File: src/verilog/stream_pkg.sv
// Stream package
// Word width of the input and output streams and the two views of an input beat

package stream_pkg;

  localparam int AXIS_W = 32;  // s_tdata and m_tdata width

  // Operand pair view, selected when s_tuser is low
  typedef struct packed {
    logic [15:0] rsvd;
    logic [7:0]  weight;
    logic [7:0]  feature;
  } mac_pair_t;

  // Bias view, selected when s_tuser is high
  typedef struct packed {
    logic [23:0] rsvd;
    logic [7:0]  bias;
  } bias_word_t;

  typedef union packed {
    mac_pair_t  mac_pair;
    bias_word_t bias_word;
  } beat_u;

endpackage

File: src/verilog/arith_pkg.sv
// Arithmetic package
// Operand, product and accumulator widths of the MAC datapath

package arith_pkg;

  localparam int DATA_W = 8;  // Signed feature, weight and bias

  localparam int PROD_W = 2 * DATA_W;  // Full signed product

  // Default accumulator width, leaves room for long groups
  localparam int ACC_W = 28;

  // Bits per lookahead block
  localparam int CLA_GROUP = 4;

endpackage

File: src/verilog/operand_if.sv
// Operand channel
// One feature/weight pair with its group sideband, ingress to multiplier

`timescale 1ns/1ns

interface operand_if import arith_pkg::*; ();

  logic                     valid;    // Pair enters this cycle
  logic signed [DATA_W-1:0] feature;
  logic signed [DATA_W-1:0] weight;
  logic                     first;    // Opens a group
  logic                     last;     // Closes a group
  logic signed [DATA_W-1:0] bias;     // Seed for the group

  modport src (output valid, feature, weight, first, last, bias);
  modport dst (input  valid, feature, weight, first, last, bias);

endinterface

File: src/verilog/product_if.sv
// Product channel
// One signed product with its group sideband, multiplier to accumulator

`timescale 1ns/1ns

interface product_if import arith_pkg::*; ();

  logic                     valid;
  logic signed [PROD_W-1:0] product;
  logic                     first;    // Restart accumulation from bias
  logic                     last;     // Result goes out after this one
  logic signed [DATA_W-1:0] bias;

  modport src (output valid, product, first, last, bias);
  modport dst (input  valid, product, first, last, bias);

endinterface

File: src/verilog/cla_block4.sv
// Four-bit carry-lookahead block
// Bit sums from local lookahead, plus group propagate/generate for the next level

`timescale 1ns/1ns

module cla_block4 import arith_pkg::*; (
  input  logic [CLA_GROUP-1:0] a,
  input  logic [CLA_GROUP-1:0] b,
  input  logic                 cin,
  output logic [CLA_GROUP-1:0] s,
  output logic                 pg,
  output logic                 gg
);

  logic [CLA_GROUP-1:0] p;
  logic [CLA_GROUP-1:0] g;
  logic [CLA_GROUP-1:0] c;  // Carry into each bit

  assign p = a ^ b;
  assign g = a & b;

  // Carries straight from cin, no ripple
  assign c[0] = cin;
  assign c[1] = g[0] | (p[0] & cin);
  assign c[2] = g[1] | (p[1] & g[0]) | (p[1] & p[0] & cin);
  assign c[3] = g[2] | (p[2] & g[1]) | (p[2] & p[1] & g[0]) | (p[2] & p[1] & p[0] & cin);

  assign s = p ^ c;

  assign pg = &p;
  assign gg = g[3] | (p[3] & g[2]) | (p[3] & p[2] & g[1]) | (p[3] & p[2] & p[1] & g[0]);

endmodule

File: src/verilog/cla_adder.sv
// Carry-lookahead adder
// Four-bit blocks with a second lookahead level over runs of four blocks

`timescale 1ns/1ns

module cla_adder import arith_pkg::*; #(
  parameter int WIDTH = 28
) (
  input  logic [WIDTH-1:0] a,
  input  logic [WIDTH-1:0] b,
  output logic [WIDTH-1:0] s
);

  localparam int NBLK = WIDTH / CLA_GROUP;
  localparam int RUN  = 4;  // Blocks per group carry generator

  logic [NBLK-1:0] pg;
  logic [NBLK-1:0] gg;
  logic [NBLK-1:0] bc;  // Carry into each block

  ////////////////////
  // Group carries
  ////////////////////
  always_comb begin
    logic run_p;
    bc = '0;  // Carry-in of the whole adder is zero
    run_p = 1'b0;
    for (int r = 0; r < NBLK; r += RUN) begin
      for (int j = r; (j < r + RUN) && (j < NBLK - 1); j++) begin
        bc[j+1] = gg[j];
        run_p = pg[j];
        for (int k = j - 1; k >= r; k--) begin
          bc[j+1] = bc[j+1] | (run_p & gg[k]);
          run_p = run_p & pg[k];
        end
        bc[j+1] = bc[j+1] | (run_p & bc[r]);  // Run base carry from the run below
      end
    end
  end

  ////////////////////
  // Blocks
  ////////////////////
  for (genvar k = 0; k < NBLK; k++) begin : g_blk
    cla_block4 u_blk (
      .a   (a[k*CLA_GROUP +: CLA_GROUP]),
      .b   (b[k*CLA_GROUP +: CLA_GROUP]),
      .cin (bc[k]),
      .s   (s[k*CLA_GROUP +: CLA_GROUP]),
      .pg  (pg[k]),
      .gg  (gg[k])
    );
  end

endmodule

File: src/verilog/stream_ingress.sv
// Stream ingress
// Splits input beats into bias updates and operand pairs, tracks group start

`timescale 1ns/1ns

module stream_ingress import stream_pkg::*; import arith_pkg::*; (
  input  logic   clk,
  input  logic   rstn,
  input  logic   s_tvalid,
  input  logic   s_tready,  // Pipeline advance from the top
  input  beat_u  s_tdata,
  input  logic   s_tuser,
  input  logic   s_tlast,
  operand_if.src op
);

  logic                     accept;
  logic signed [DATA_W-1:0] bias_q;      // Held bias for the next group
  logic                     first_pend;  // Next pair opens a group

  assign accept = s_tvalid & s_tready;

  // Bias beats stop here
  assign op.valid   = accept & ~s_tuser;
  assign op.feature = s_tdata.mac_pair.feature;
  assign op.weight  = s_tdata.mac_pair.weight;
  assign op.first   = first_pend;
  assign op.last    = s_tlast;
  assign op.bias    = bias_q;  // Only looked at with first

  always_ff @(posedge clk) begin
    if (!rstn) begin
      bias_q     <= '0;
      first_pend <= 1'b1;
    end else if (accept) begin
      if (s_tuser) begin
        bias_q <= s_tdata.bias_word.bias;  // tlast ignored on bias beats
      end else begin
        first_pend <= s_tlast;
      end
    end
  end

endmodule

File: src/verilog/pipe_mult.sv
// Pipelined signed multiplier
// Sign/magnitude shift-and-add over eight stages, group sideband carried alongside

`timescale 1ns/1ns

module pipe_mult import arith_pkg::*; (
  input  logic   clk,
  input  logic   rstn,
  input  logic   en,
  operand_if.dst op,
  product_if.src prod
);

  localparam int NSTAGE = 8;

  logic [DATA_W-1:0]              a_mag, b_mag;
  logic                           sign;
  logic [DATA_W-1:0][DATA_W-1:0]  pp, pp_q;    // Partial products
  logic [3:0][5:0]                lsb2, lsb2_q;
  logic [3:0][2:0]                hi2e_q;
  logic [3:0][3:0]                hi2o_q;
  logic [3:0][4:0]                msb3;
  logic [3:0][9:0]                sum3, sum3_q;
  logic [1:0][7:0]                lsb4, lsb4_q;
  logic [1:0][2:0]                hi4e_q;
  logic [1:0][4:0]                hi4o_q;
  logic [1:0][4:0]                msb5;
  logic [1:0][11:0]               sum5, sum5_q;
  logic [9:0]                     lsb6, lsb6_q;
  logic [2:0]                     hi6e_q;
  logic [6:0]                     hi6o_q;
  logic [6:0]                     msb7;
  logic [PROD_W-1:0]              sum_u, sum_u_q;
  logic [PROD_W-1:0]              prod_q;

  // Sideband, one entry per stage
  logic [NSTAGE-1:0]              v_q, first_q, last_q;
  logic [NSTAGE-1:0][DATA_W-1:0]  bias_q;
  logic [NSTAGE-2:0]              sign_q;

  ////////////////////
  // Stage 1
  ////////////////////
  assign a_mag = op.feature[DATA_W-1] ? -op.feature : op.feature;
  assign b_mag = op.weight[DATA_W-1]  ? -op.weight  : op.weight;
  assign sign  = op.feature[DATA_W-1] ^ op.weight[DATA_W-1];

  always_comb begin
    for (int i = 0; i < DATA_W; i++) begin
      pp[i] = b_mag[i] ? a_mag : '0;
    end
  end

  ////////////////////
  // Stages 2 and 3
  ////////////////////
  always_comb begin
    for (int i = 0; i < 4; i++) begin
      lsb2[i] = pp_q[2*i][4:0] + {pp_q[2*i+1][3:0], 1'b0};  // Shift by 1
      msb3[i] = hi2e_q[i] + hi2o_q[i] + lsb2_q[i][5];
      sum3[i] = {msb3[i], lsb2_q[i][4:0]};
    end
  end

  ////////////////////
  // Stages 4 to 7
  ////////////////////
  always_comb begin
    for (int j = 0; j < 2; j++) begin
      lsb4[j] = sum3_q[2*j][6:0] + {sum3_q[2*j+1][4:0], 2'b0};  // Shift by 2
      msb5[j] = hi4e_q[j] + hi4o_q[j] + lsb4_q[j][7];
      sum5[j] = {msb5[j], lsb4_q[j][6:0]};
    end
  end

  assign lsb6  = sum5_q[0][8:0] + {sum5_q[1][4:0], 4'b0};  // Shift by 4
  assign msb7  = hi6e_q + hi6o_q + lsb6_q[9];
  assign sum_u = {msb7, lsb6_q[8:0]};

  // Datapath registers
  always_ff @(posedge clk) begin
    if (en) begin
      pp_q <= pp;
      for (int i = 0; i < 4; i++) begin
        lsb2_q[i] <= lsb2[i];
        hi2e_q[i] <= pp_q[2*i][7:5];
        hi2o_q[i] <= pp_q[2*i+1][7:4];
      end
      sum3_q <= sum3;
      for (int j = 0; j < 2; j++) begin
        lsb4_q[j] <= lsb4[j];
        hi4e_q[j] <= sum3_q[2*j][9:7];
        hi4o_q[j] <= sum3_q[2*j+1][9:5];
      end
      sum5_q  <= sum5;
      lsb6_q  <= lsb6;
      hi6e_q  <= sum5_q[0][11:9];
      hi6o_q  <= sum5_q[1][11:5];
      sum_u_q <= sum_u;
      prod_q  <= sign_q[NSTAGE-2] ? -sum_u_q : sum_u_q;  // Stage 8 restores sign
      sign_q  <= {sign_q[NSTAGE-3:0], sign};
      first_q <= {first_q[NSTAGE-2:0], op.first};
      last_q  <= {last_q[NSTAGE-2:0], op.last};
      bias_q  <= {bias_q[NSTAGE-2:0], op.bias};
    end
  end

  always_ff @(posedge clk) begin
    if (!rstn) begin
      v_q <= '0;
    end else if (en) begin
      v_q <= {v_q[NSTAGE-2:0], op.valid};
    end
  end

  assign prod.valid   = v_q[NSTAGE-1];
  assign prod.product = prod_q;
  assign prod.first   = first_q[NSTAGE-1];
  assign prod.last    = last_q[NSTAGE-1];
  assign prod.bias    = bias_q[NSTAGE-1];

endmodule

File: src/verilog/mac_accum.sv
// Group accumulator
// Bias-seeded running sum per group and the output result register

`timescale 1ns/1ns

module mac_accum import stream_pkg::*; import arith_pkg::*; #(
  parameter int ACC_WIDTH = ACC_W
) (
  input  logic              clk,
  input  logic              rstn,
  input  logic              en,
  product_if.dst            prod,
  output logic              m_tvalid,
  output logic [AXIS_W-1:0] m_tdata
);

  logic [ACC_WIDTH-1:0] prod_ext;
  logic [ACC_WIDTH-1:0] seed;      // Bias on first, running sum otherwise
  logic [ACC_WIDTH-1:0] sum;
  logic [ACC_WIDTH-1:0] acc_q;
  logic                 acc_last_q;  // acc_q holds a finished group

  assign prod_ext = ACC_WIDTH'(prod.product);
  assign seed     = prod.first ? {{(ACC_WIDTH-DATA_W){prod.bias[DATA_W-1]}}, prod.bias}
                               : acc_q;

  cla_adder #(
    .WIDTH (ACC_WIDTH)
  ) u_cla_adder (
    .a (prod_ext),
    .b (seed),
    .s (sum)
  );

  ////////////////////
  // Accumulator
  ////////////////////
  always_ff @(posedge clk) begin
    if (en && prod.valid) begin
      acc_q <= sum;
    end
  end

  always_ff @(posedge clk) begin
    if (!rstn) begin
      acc_last_q <= 1'b0;
    end else if (en) begin
      acc_last_q <= prod.valid & prod.last;
    end
  end

  ////////////////////
  // Output register
  ////////////////////
  // en high with m_tvalid high means the current result is being taken
  always_ff @(posedge clk) begin
    if (!rstn) begin
      m_tvalid <= 1'b0;
    end else if (en) begin
      m_tvalid <= acc_last_q;
    end
  end

  always_ff @(posedge clk) begin
    if (en && acc_last_q) begin
      m_tdata <= AXIS_W'(signed'(acc_q));  // Sign-extend to the bus
    end
  end

endmodule

File: src/verilog/conv_mac_top.sv
// Streaming MAC engine top
// Pair/bias stream in, one sign-extended result per group out, global stall

`timescale 1ns/1ns

module conv_mac_top import stream_pkg::*; import arith_pkg::*; #(
  parameter int ACC_WIDTH = ACC_W
) (
  input  logic              clk,
  input  logic              rstn,
  input  logic              s_tvalid,
  output logic              s_tready,
  input  logic [AXIS_W-1:0] s_tdata,
  input  logic              s_tuser,  // 1 for a bias beat
  input  logic              s_tlast,
  input  logic              m_tready,
  output logic              m_tvalid,
  output logic [AXIS_W-1:0] m_tdata
);

  logic en;  // Whole pipeline advances

  // Freeze everything while a result waits on the output
  assign en       = ~m_tvalid | m_tready;
  assign s_tready = en;

  operand_if u_op_if ();
  product_if u_prod_if ();

  stream_ingress u_stream_ingress (
    .clk      (clk),
    .rstn     (rstn),
    .s_tvalid (s_tvalid),
    .s_tready (en),
    .s_tdata  (s_tdata),
    .s_tuser  (s_tuser),
    .s_tlast  (s_tlast),
    .op       (u_op_if.src)
  );

  pipe_mult u_pipe_mult (
    .clk  (clk),
    .rstn (rstn),
    .en   (en),
    .op   (u_op_if.dst),
    .prod (u_prod_if.src)
  );

  mac_accum #(
    .ACC_WIDTH (ACC_WIDTH)
  ) u_mac_accum (
    .clk      (clk),
    .rstn     (rstn),
    .en       (en),
    .prod     (u_prod_if.dst),
    .m_tvalid (m_tvalid),
    .m_tdata  (m_tdata)
  );

endmodule

File: config.mk
export PLATFORM = sky130hd
export DESIGN_NAME = conv_mac_top
export DESIGN_NICKNAME = d
export VERILOG_FILES = /design/src/verilog/stream_pkg.sv /design/src/verilog/arith_pkg.sv /design/src/verilog/operand_if.sv /design/src/verilog/product_if.sv /design/src/verilog/cla_block4.sv /design/src/verilog/cla_adder.sv /design/src/verilog/stream_ingress.sv /design/src/verilog/pipe_mult.sv /design/src/verilog/mac_accum.sv /design/src/verilog/conv_mac_top.sv
export SDC_FILE = /design/constraint.sdc
export NUM_CORES = 1
export LEC_CHECK = 0
export ABC_AREA = 1
export BUFFER_PORTS_ARGS = -buffer_cell sky130_fd_sc_hd__buf_2
export CORE_UTILIZATION = 50
export CTS_BUF_LIST = sky130_fd_sc_hd__clkbuf_4 sky130_fd_sc_hd__clkbuf_8
export CTS_CLUSTER_SIZE = 12
export DETAILED_ROUTE_END_ITERATION = 16
export GPL_TIMING_DRIVEN = 0
export PLACE_DENSITY = 0.67
export SYNTH_ARGS = -nofsm -noshare
export SYNTH_HDL_FRONTEND = slang
export SYNTH_SLANG_ARGS = --single-unit
File: constraint.sdc
create_clock -name clk -period 10.65 [get_ports clk]
set_input_delay 0.5325 -clock clk [delete_from_list [all_inputs] [get_ports clk]]
set_output_delay 0.5325 -clock clk [all_outputs]
set_load 0.05 [all_outputs]
==> tab_implementation.tex <==
\begin{tabular}{lr}
\hline
Metric & Value \\
\hline
\multicolumn{2}{l}{\textbf{Logic synthesis}} \\
\quad Distinct cells, synth & 33 \\
\quad Total of flip-flops plus latches after synthesis & 426 \\
\quad Nets in the synthesized netlist & 1389 \\
\quad Netlist area before placement & 0.0174 mm² \\
\quad Seq/Total Area, Yosys & 72.3\% \\
\quad Share of Yosys cell area claimed by the top area cell type & 70.1\% \\
\quad Most area-consuming cells after synthesis & sky130\_fd\_sc\_hd\_\_edfxtp\_1 70\%, sky130\_fd\_sc\_hd\_\_ha\_1 5.4\%, sky130\_fd\_sc\_hd\_\_nand2\_1 4.3\%, sky130\_fd\_sc\_hd\_\_inv\_1 3.6\%, sky130\_fd\_sc\_hd\_\_fa\_1 3.2\% \\
\quad Cell taking the most area after synthesis & sky130\_fd\_sc\_hd\_\_edfxtp\_1 \\
\quad Number of instances in the synthesized netlist & 1248 \\
\quad Yosys synthesis warning count & 0 \\
\quad Avg Inst Size Synth & 14.0 µm² \\
\multicolumn{2}{l}{\textbf{Clock network}} \\
\quad Cts bufs inserted & 67 \\
\quad Clock latency at the later pin of the worst-skew pair & 590 ps \\
\quad CTS H-tree lvls & 3 \\
\quad Clock tree from TritonCTS & yes \\
\quad Sinks on the clock net & 426 \\
\quad Clock Tree Root & sky130\_fd\_sc\_hd\_\_clkbuf\_8 \\
\quad Cts-stage hold buffer count & 0 \\
\quad Max Buffers Root-to-Sink & 3 \\
\quad Postcts setup bufs & 0 \\
\quad Worst-path clk slew & 60 ps \\
\quad Post-cts repair resize count & 0 \\
\multicolumn{2}{l}{\textbf{Power}} \\
\quad Seq pwr share & 54.6\% \\
\quad Sw Ratio & 24.3\% \\
\quad Pwr Density & 205 mW/mm² \\
\quad Internal power & 3.05 mW \\
\quad Leakage power of the design & 8.71 nW \\
\quad Share of power burned in the clock network & 32.7\% \\
\quad Worst-case vdd ir drop & 0.000109 V \\
\quad Switching power summed over all nets & 0.976 mW \\
\quad Combinational group share of total power & 12.7\% \\
\multicolumn{2}{l}{\textbf{Worst setup path}} \\
\quad Gate family responsible for the most delay along the worst path & simple AND/OR/NAND/NOR gates \\
\quad Worst Setup Start Kind & flip-flop \\
\quad Crit path buffers/inverters & 3 \\
\quad Highest-delay cell along the critical path & sky130\_fd\_sc\_hd\_\_fa\_1 \\
\quad Most common cell on crit path & sky130\_fd\_sc\_hd\_\_nand2\_1 \\
\quad CP required & 10980 ps \\
\quad Maximum fanout along the worst path & 10 \\
\quad Signal arrival time at the worst endpoint & 3620 ps \\
\quad Cell Chain, Critical Path & buf\_2, clkinv\_1, clkbuf\_1, nand2\_1, nand2\_1, ha\_1, nand2\_1, nand2\_1, nand2\_1, nand2\_1, a21oi\_1, nand3\_2, nand2\_1, nand2\_2, fa\_1, xor2\_1 \\
\quad Critical Path Max Stage Delay & 390 ps \\
\quad Type of element capturing the critical path & flip-flop \\
\quad Category of the most critical setup path & reg -> reg \\
\multicolumn{2}{l}{\textbf{Detailed routing}} \\
\quad First-pass iteration count of the detailed router & 4 \\
\quad Wirelength, routed & 23600 µm \\
\quad Number of routed nets with antenna violations & 0 \\
\quad Routed wirelength normalized by instance count & 12.6 µm \\
\quad DR vias & 8874 \\
\quad Via density & 4.72 \\
\quad Iteration-0 DRC count of the detailed router & 515 \\
\quad Remaining DRCs & 0 \\
\multicolumn{2}{l}{\textbf{Floorplanning}} \\
\quad I/O pin count & 72 \\
\quad CORE AREA & 0.0345 mm² \\
\quad Number of rows created at floorplan & 68 \\
\quad Area of the die & 0.0356 mm² \\
\quad Overall die height & 189 µm \\
\quad Starting density of the core & 50.6\% \\
\quad Die X & 189 µm \\
\multicolumn{2}{l}{\textbf{Layout}} \\
\quad Fin cells & 1880 \\
\quad Area delta synth->final & 12.8\% \\
\quad Nets@finish & 1515 \\
\quad N\_diodes & 0 \\
\quad Fraction of layout instances using a drive strength above 1 & 13.6\% \\
\multicolumn{2}{l}{\textbf{Global routing}} \\
\quad Antenna violations before repair & 0 \\
\quad Global-route wire length before repair & 39700 µm \\
\quad Aggregate global-route resource usage & 14.1\% \\
\quad Number of global-route vias before repair & 8733 \\
\quad Largest net degree at the start of global routing & 132 \\
\quad Sum of overflow across all layers after global routing & 0 \\
\multicolumn{2}{l}{\textbf{Job}} \\
\quad Max-cap violation count & 0 \\
\multicolumn{2}{l}{\textbf{Placed design}} \\
\quad Placed wire-length estimate & 15500 µm \\
\quad Placer Congestion & 0.834 \\
\quad Placed Instances & 1760 \\
\quad Port Buf Inserts & 54 \\
\multicolumn{2}{l}{\textbf{Timing}} \\
\quad Slew at the pin with the worst max-slew slack & 897 ps \\
\quad Total setup violations reported at the end of the flow & 0 \\
\quad Number of hold violations in the final report & 0 \\
\quad Number of pins with negative max-slew slack in the final report & 0 \\
\quad Clock tree skew after final layout & 26.6 ps \\
\quad Sum of negative setup slack & 0 ps \\
\quad Unrepaired setup endpoints after global routing & false \\
\quad Slew headroom & 40.0\% \\
\quad Final period util & 30.9\% \\
\quad Highest achievable clock rate & 303 MHz \\
\quad Min Clock Period, post-route & 3300 ps \\
\multicolumn{2}{l}{\textbf{Hold path}} \\
\quad Hold Path Class & in -> reg \\
\multicolumn{2}{l}{\textbf{Run status}} \\
\quad Run status & finished clean \\
\hline
\end{tabular}
==> through the flow <==
stage	hold WS [ps]	setup WS, ps	total power [mW]	cell area, µm²	utilization [%]
2_1_floorplan	400	4580	2.62	17400	-
5_1_grt	107	7090	4.24	19700	57.1
6_report	155	7350	4.02	19700	57.1
3_3_place_gp	400	2750	2.71	18300	53.0
4_1_cts	92.4	7300	4.08	19700	57.1
3_5_place_dp	405	7320	2.75	18400	53.3
==> placed cells by master (no fill, tap or decap), types with 43 or more instances in the layout <==
master,instances
sky130_fd_sc_hd__edfxtp_1,407
sky130_fd_sc_hd__nand2_1,201
sky130_fd_sc_hd__inv_1,168
sky130_fd_sc_hd__nor2_1,92
sky130_fd_sc_hd__ha_1,75
sky130_fd_sc_hd__clkbuf_8,70
sky130_fd_sc_hd__buf_2,56
sky130_fd_sc_hd__a21oi_1,53
sky130_fd_sc_hd__xor2_1,44
sky130_fd_sc_hd__nand3_1,43
==> state kept, by name, indices dropped and copies added, names as in the netlist, 12 cells and up <==
| name | count |
|---|---|
| u_pipe_mult.sum_u_q | 16 |
| u_pipe_mult.prod.product | 16 |
| u_pipe_mult.lsb4_q | 16 |
| u_pipe_mult.hi2e_q | 12 |
| u_pipe_mult.sum3_q | 40 |
| u_mac_accum.acc_q | 28 |
| u_pipe_mult.pp_q | 64 |
| u_pipe_mult.hi2o_q | 16 |
| u_pipe_mult.bias_q | 56 |
| u_mac_accum.m_tdata | 28 |
| u_pipe_mult.lsb2_q | 24 |
| u_pipe_mult.sum5_q | 24 |
==> power by group through the flow <==
stage	Combinational, mW	Sequential [mW]	Clock, mW
after detailed placement	0.514	2.23	0
after global placement	0.489	2.22	0
after CTS	0.518	2.20	1.36
final	0.512	2.20	1.32
after global routing	0.600	2.22	1.43
after floorplan	0.412	2.21	0
==> worst reg2reg max path: cells and delay by family, from the launching register on <==
| family | cells | cell delay, ps |
|---|---|---|
| AOI/OAI and AO/OA | 1 | 170 |
| xor gates and xnor gates | 1 | 170 |
| adders and majority gates | 2 | 770 |
| buffers and inverters | 3 | 790 |
| DFF | 1 | 310 |
| and+or+nand+nor | 9 | 840 |
==> layout make-up <==
| type | count | area [µm²] |
|---|---|---|
| buffer | 15 | 77.6 |
| clock buffer | 94 | 1140 |
| clock inverter | 26 | 159 |
| fill | 2714 | 14800 |
| inverter | 172 | 653 |
| multi-input combinational | 635 | 4110 |
| sequential | 426 | 12600 |
| tap | 455 | 569 |
| timing repair buffer | 57 | 340 |
==> worst paths after layout <==
kind / startpoint / end / slack [ps] / cells after the start
worst max-delay path: u_pipe_mult.first_q[7] / u_mac_accum.acc_q[25] / 7350 / 16
worst min-delay path: s_tlast / u_pipe_mult.last_q[0] / 150 / 1
worst max register to register: u_pipe_mult.first_q[7] / u_mac_accum.acc_q[25] / 7350 / 16
worst min register to register: u_pipe_mult.sign_q[5] / u_pipe_mult.sign_q[6] / 410 / 0
==> metal layers <==
metal / share of wire (%) / vias up / global-route usage (%)
met5: 0 / - / 0
met4: 3.0 / 0 / 6.92
met3: 4.0 / 61 / 3.41
li1: - / 4542 / -
met1: 43 / 4109 / 16.2
met2: 51 / 162 / 24.5
==> logic make-up (layout without fill, tap and decap cells) <==
| kind of cell | Yosys count | count (layout) | synth area share [%] |
|---|---|---|---|
| DFF | 426 | 426 | 72.3 |
| xor gates and xnor gates | 63 | 63 | 3.17 |
| adders and majority gates | 103 | 103 | 8.60 |
| AOI/OAI and AO/OA | 96 | 96 | 2.94 |
| and+or+nand+nor | 373 | 373 | 8.84 |
| buffers and inverters | 187 | 364 | 4.15 |
==> cell usage after synthesis (all sizes together) <==
cell type,instances
a31oi,1
a211oi,4
clkinv,2
clkbuf,7
inv,170
fa,28
xnor2,19
nand4,8
and2,1
and3,2
o21bai,5
dfxtp,19
nand2,209
edfxtp,407
nand3,44
a21o,2
o211ai,1
xor2,44
nor2,97
or2,4
o21ai,30
a21oi,53
ha,75
nor3,8
buf,8
Note: power is estimated with default switching activity, not from simulation.
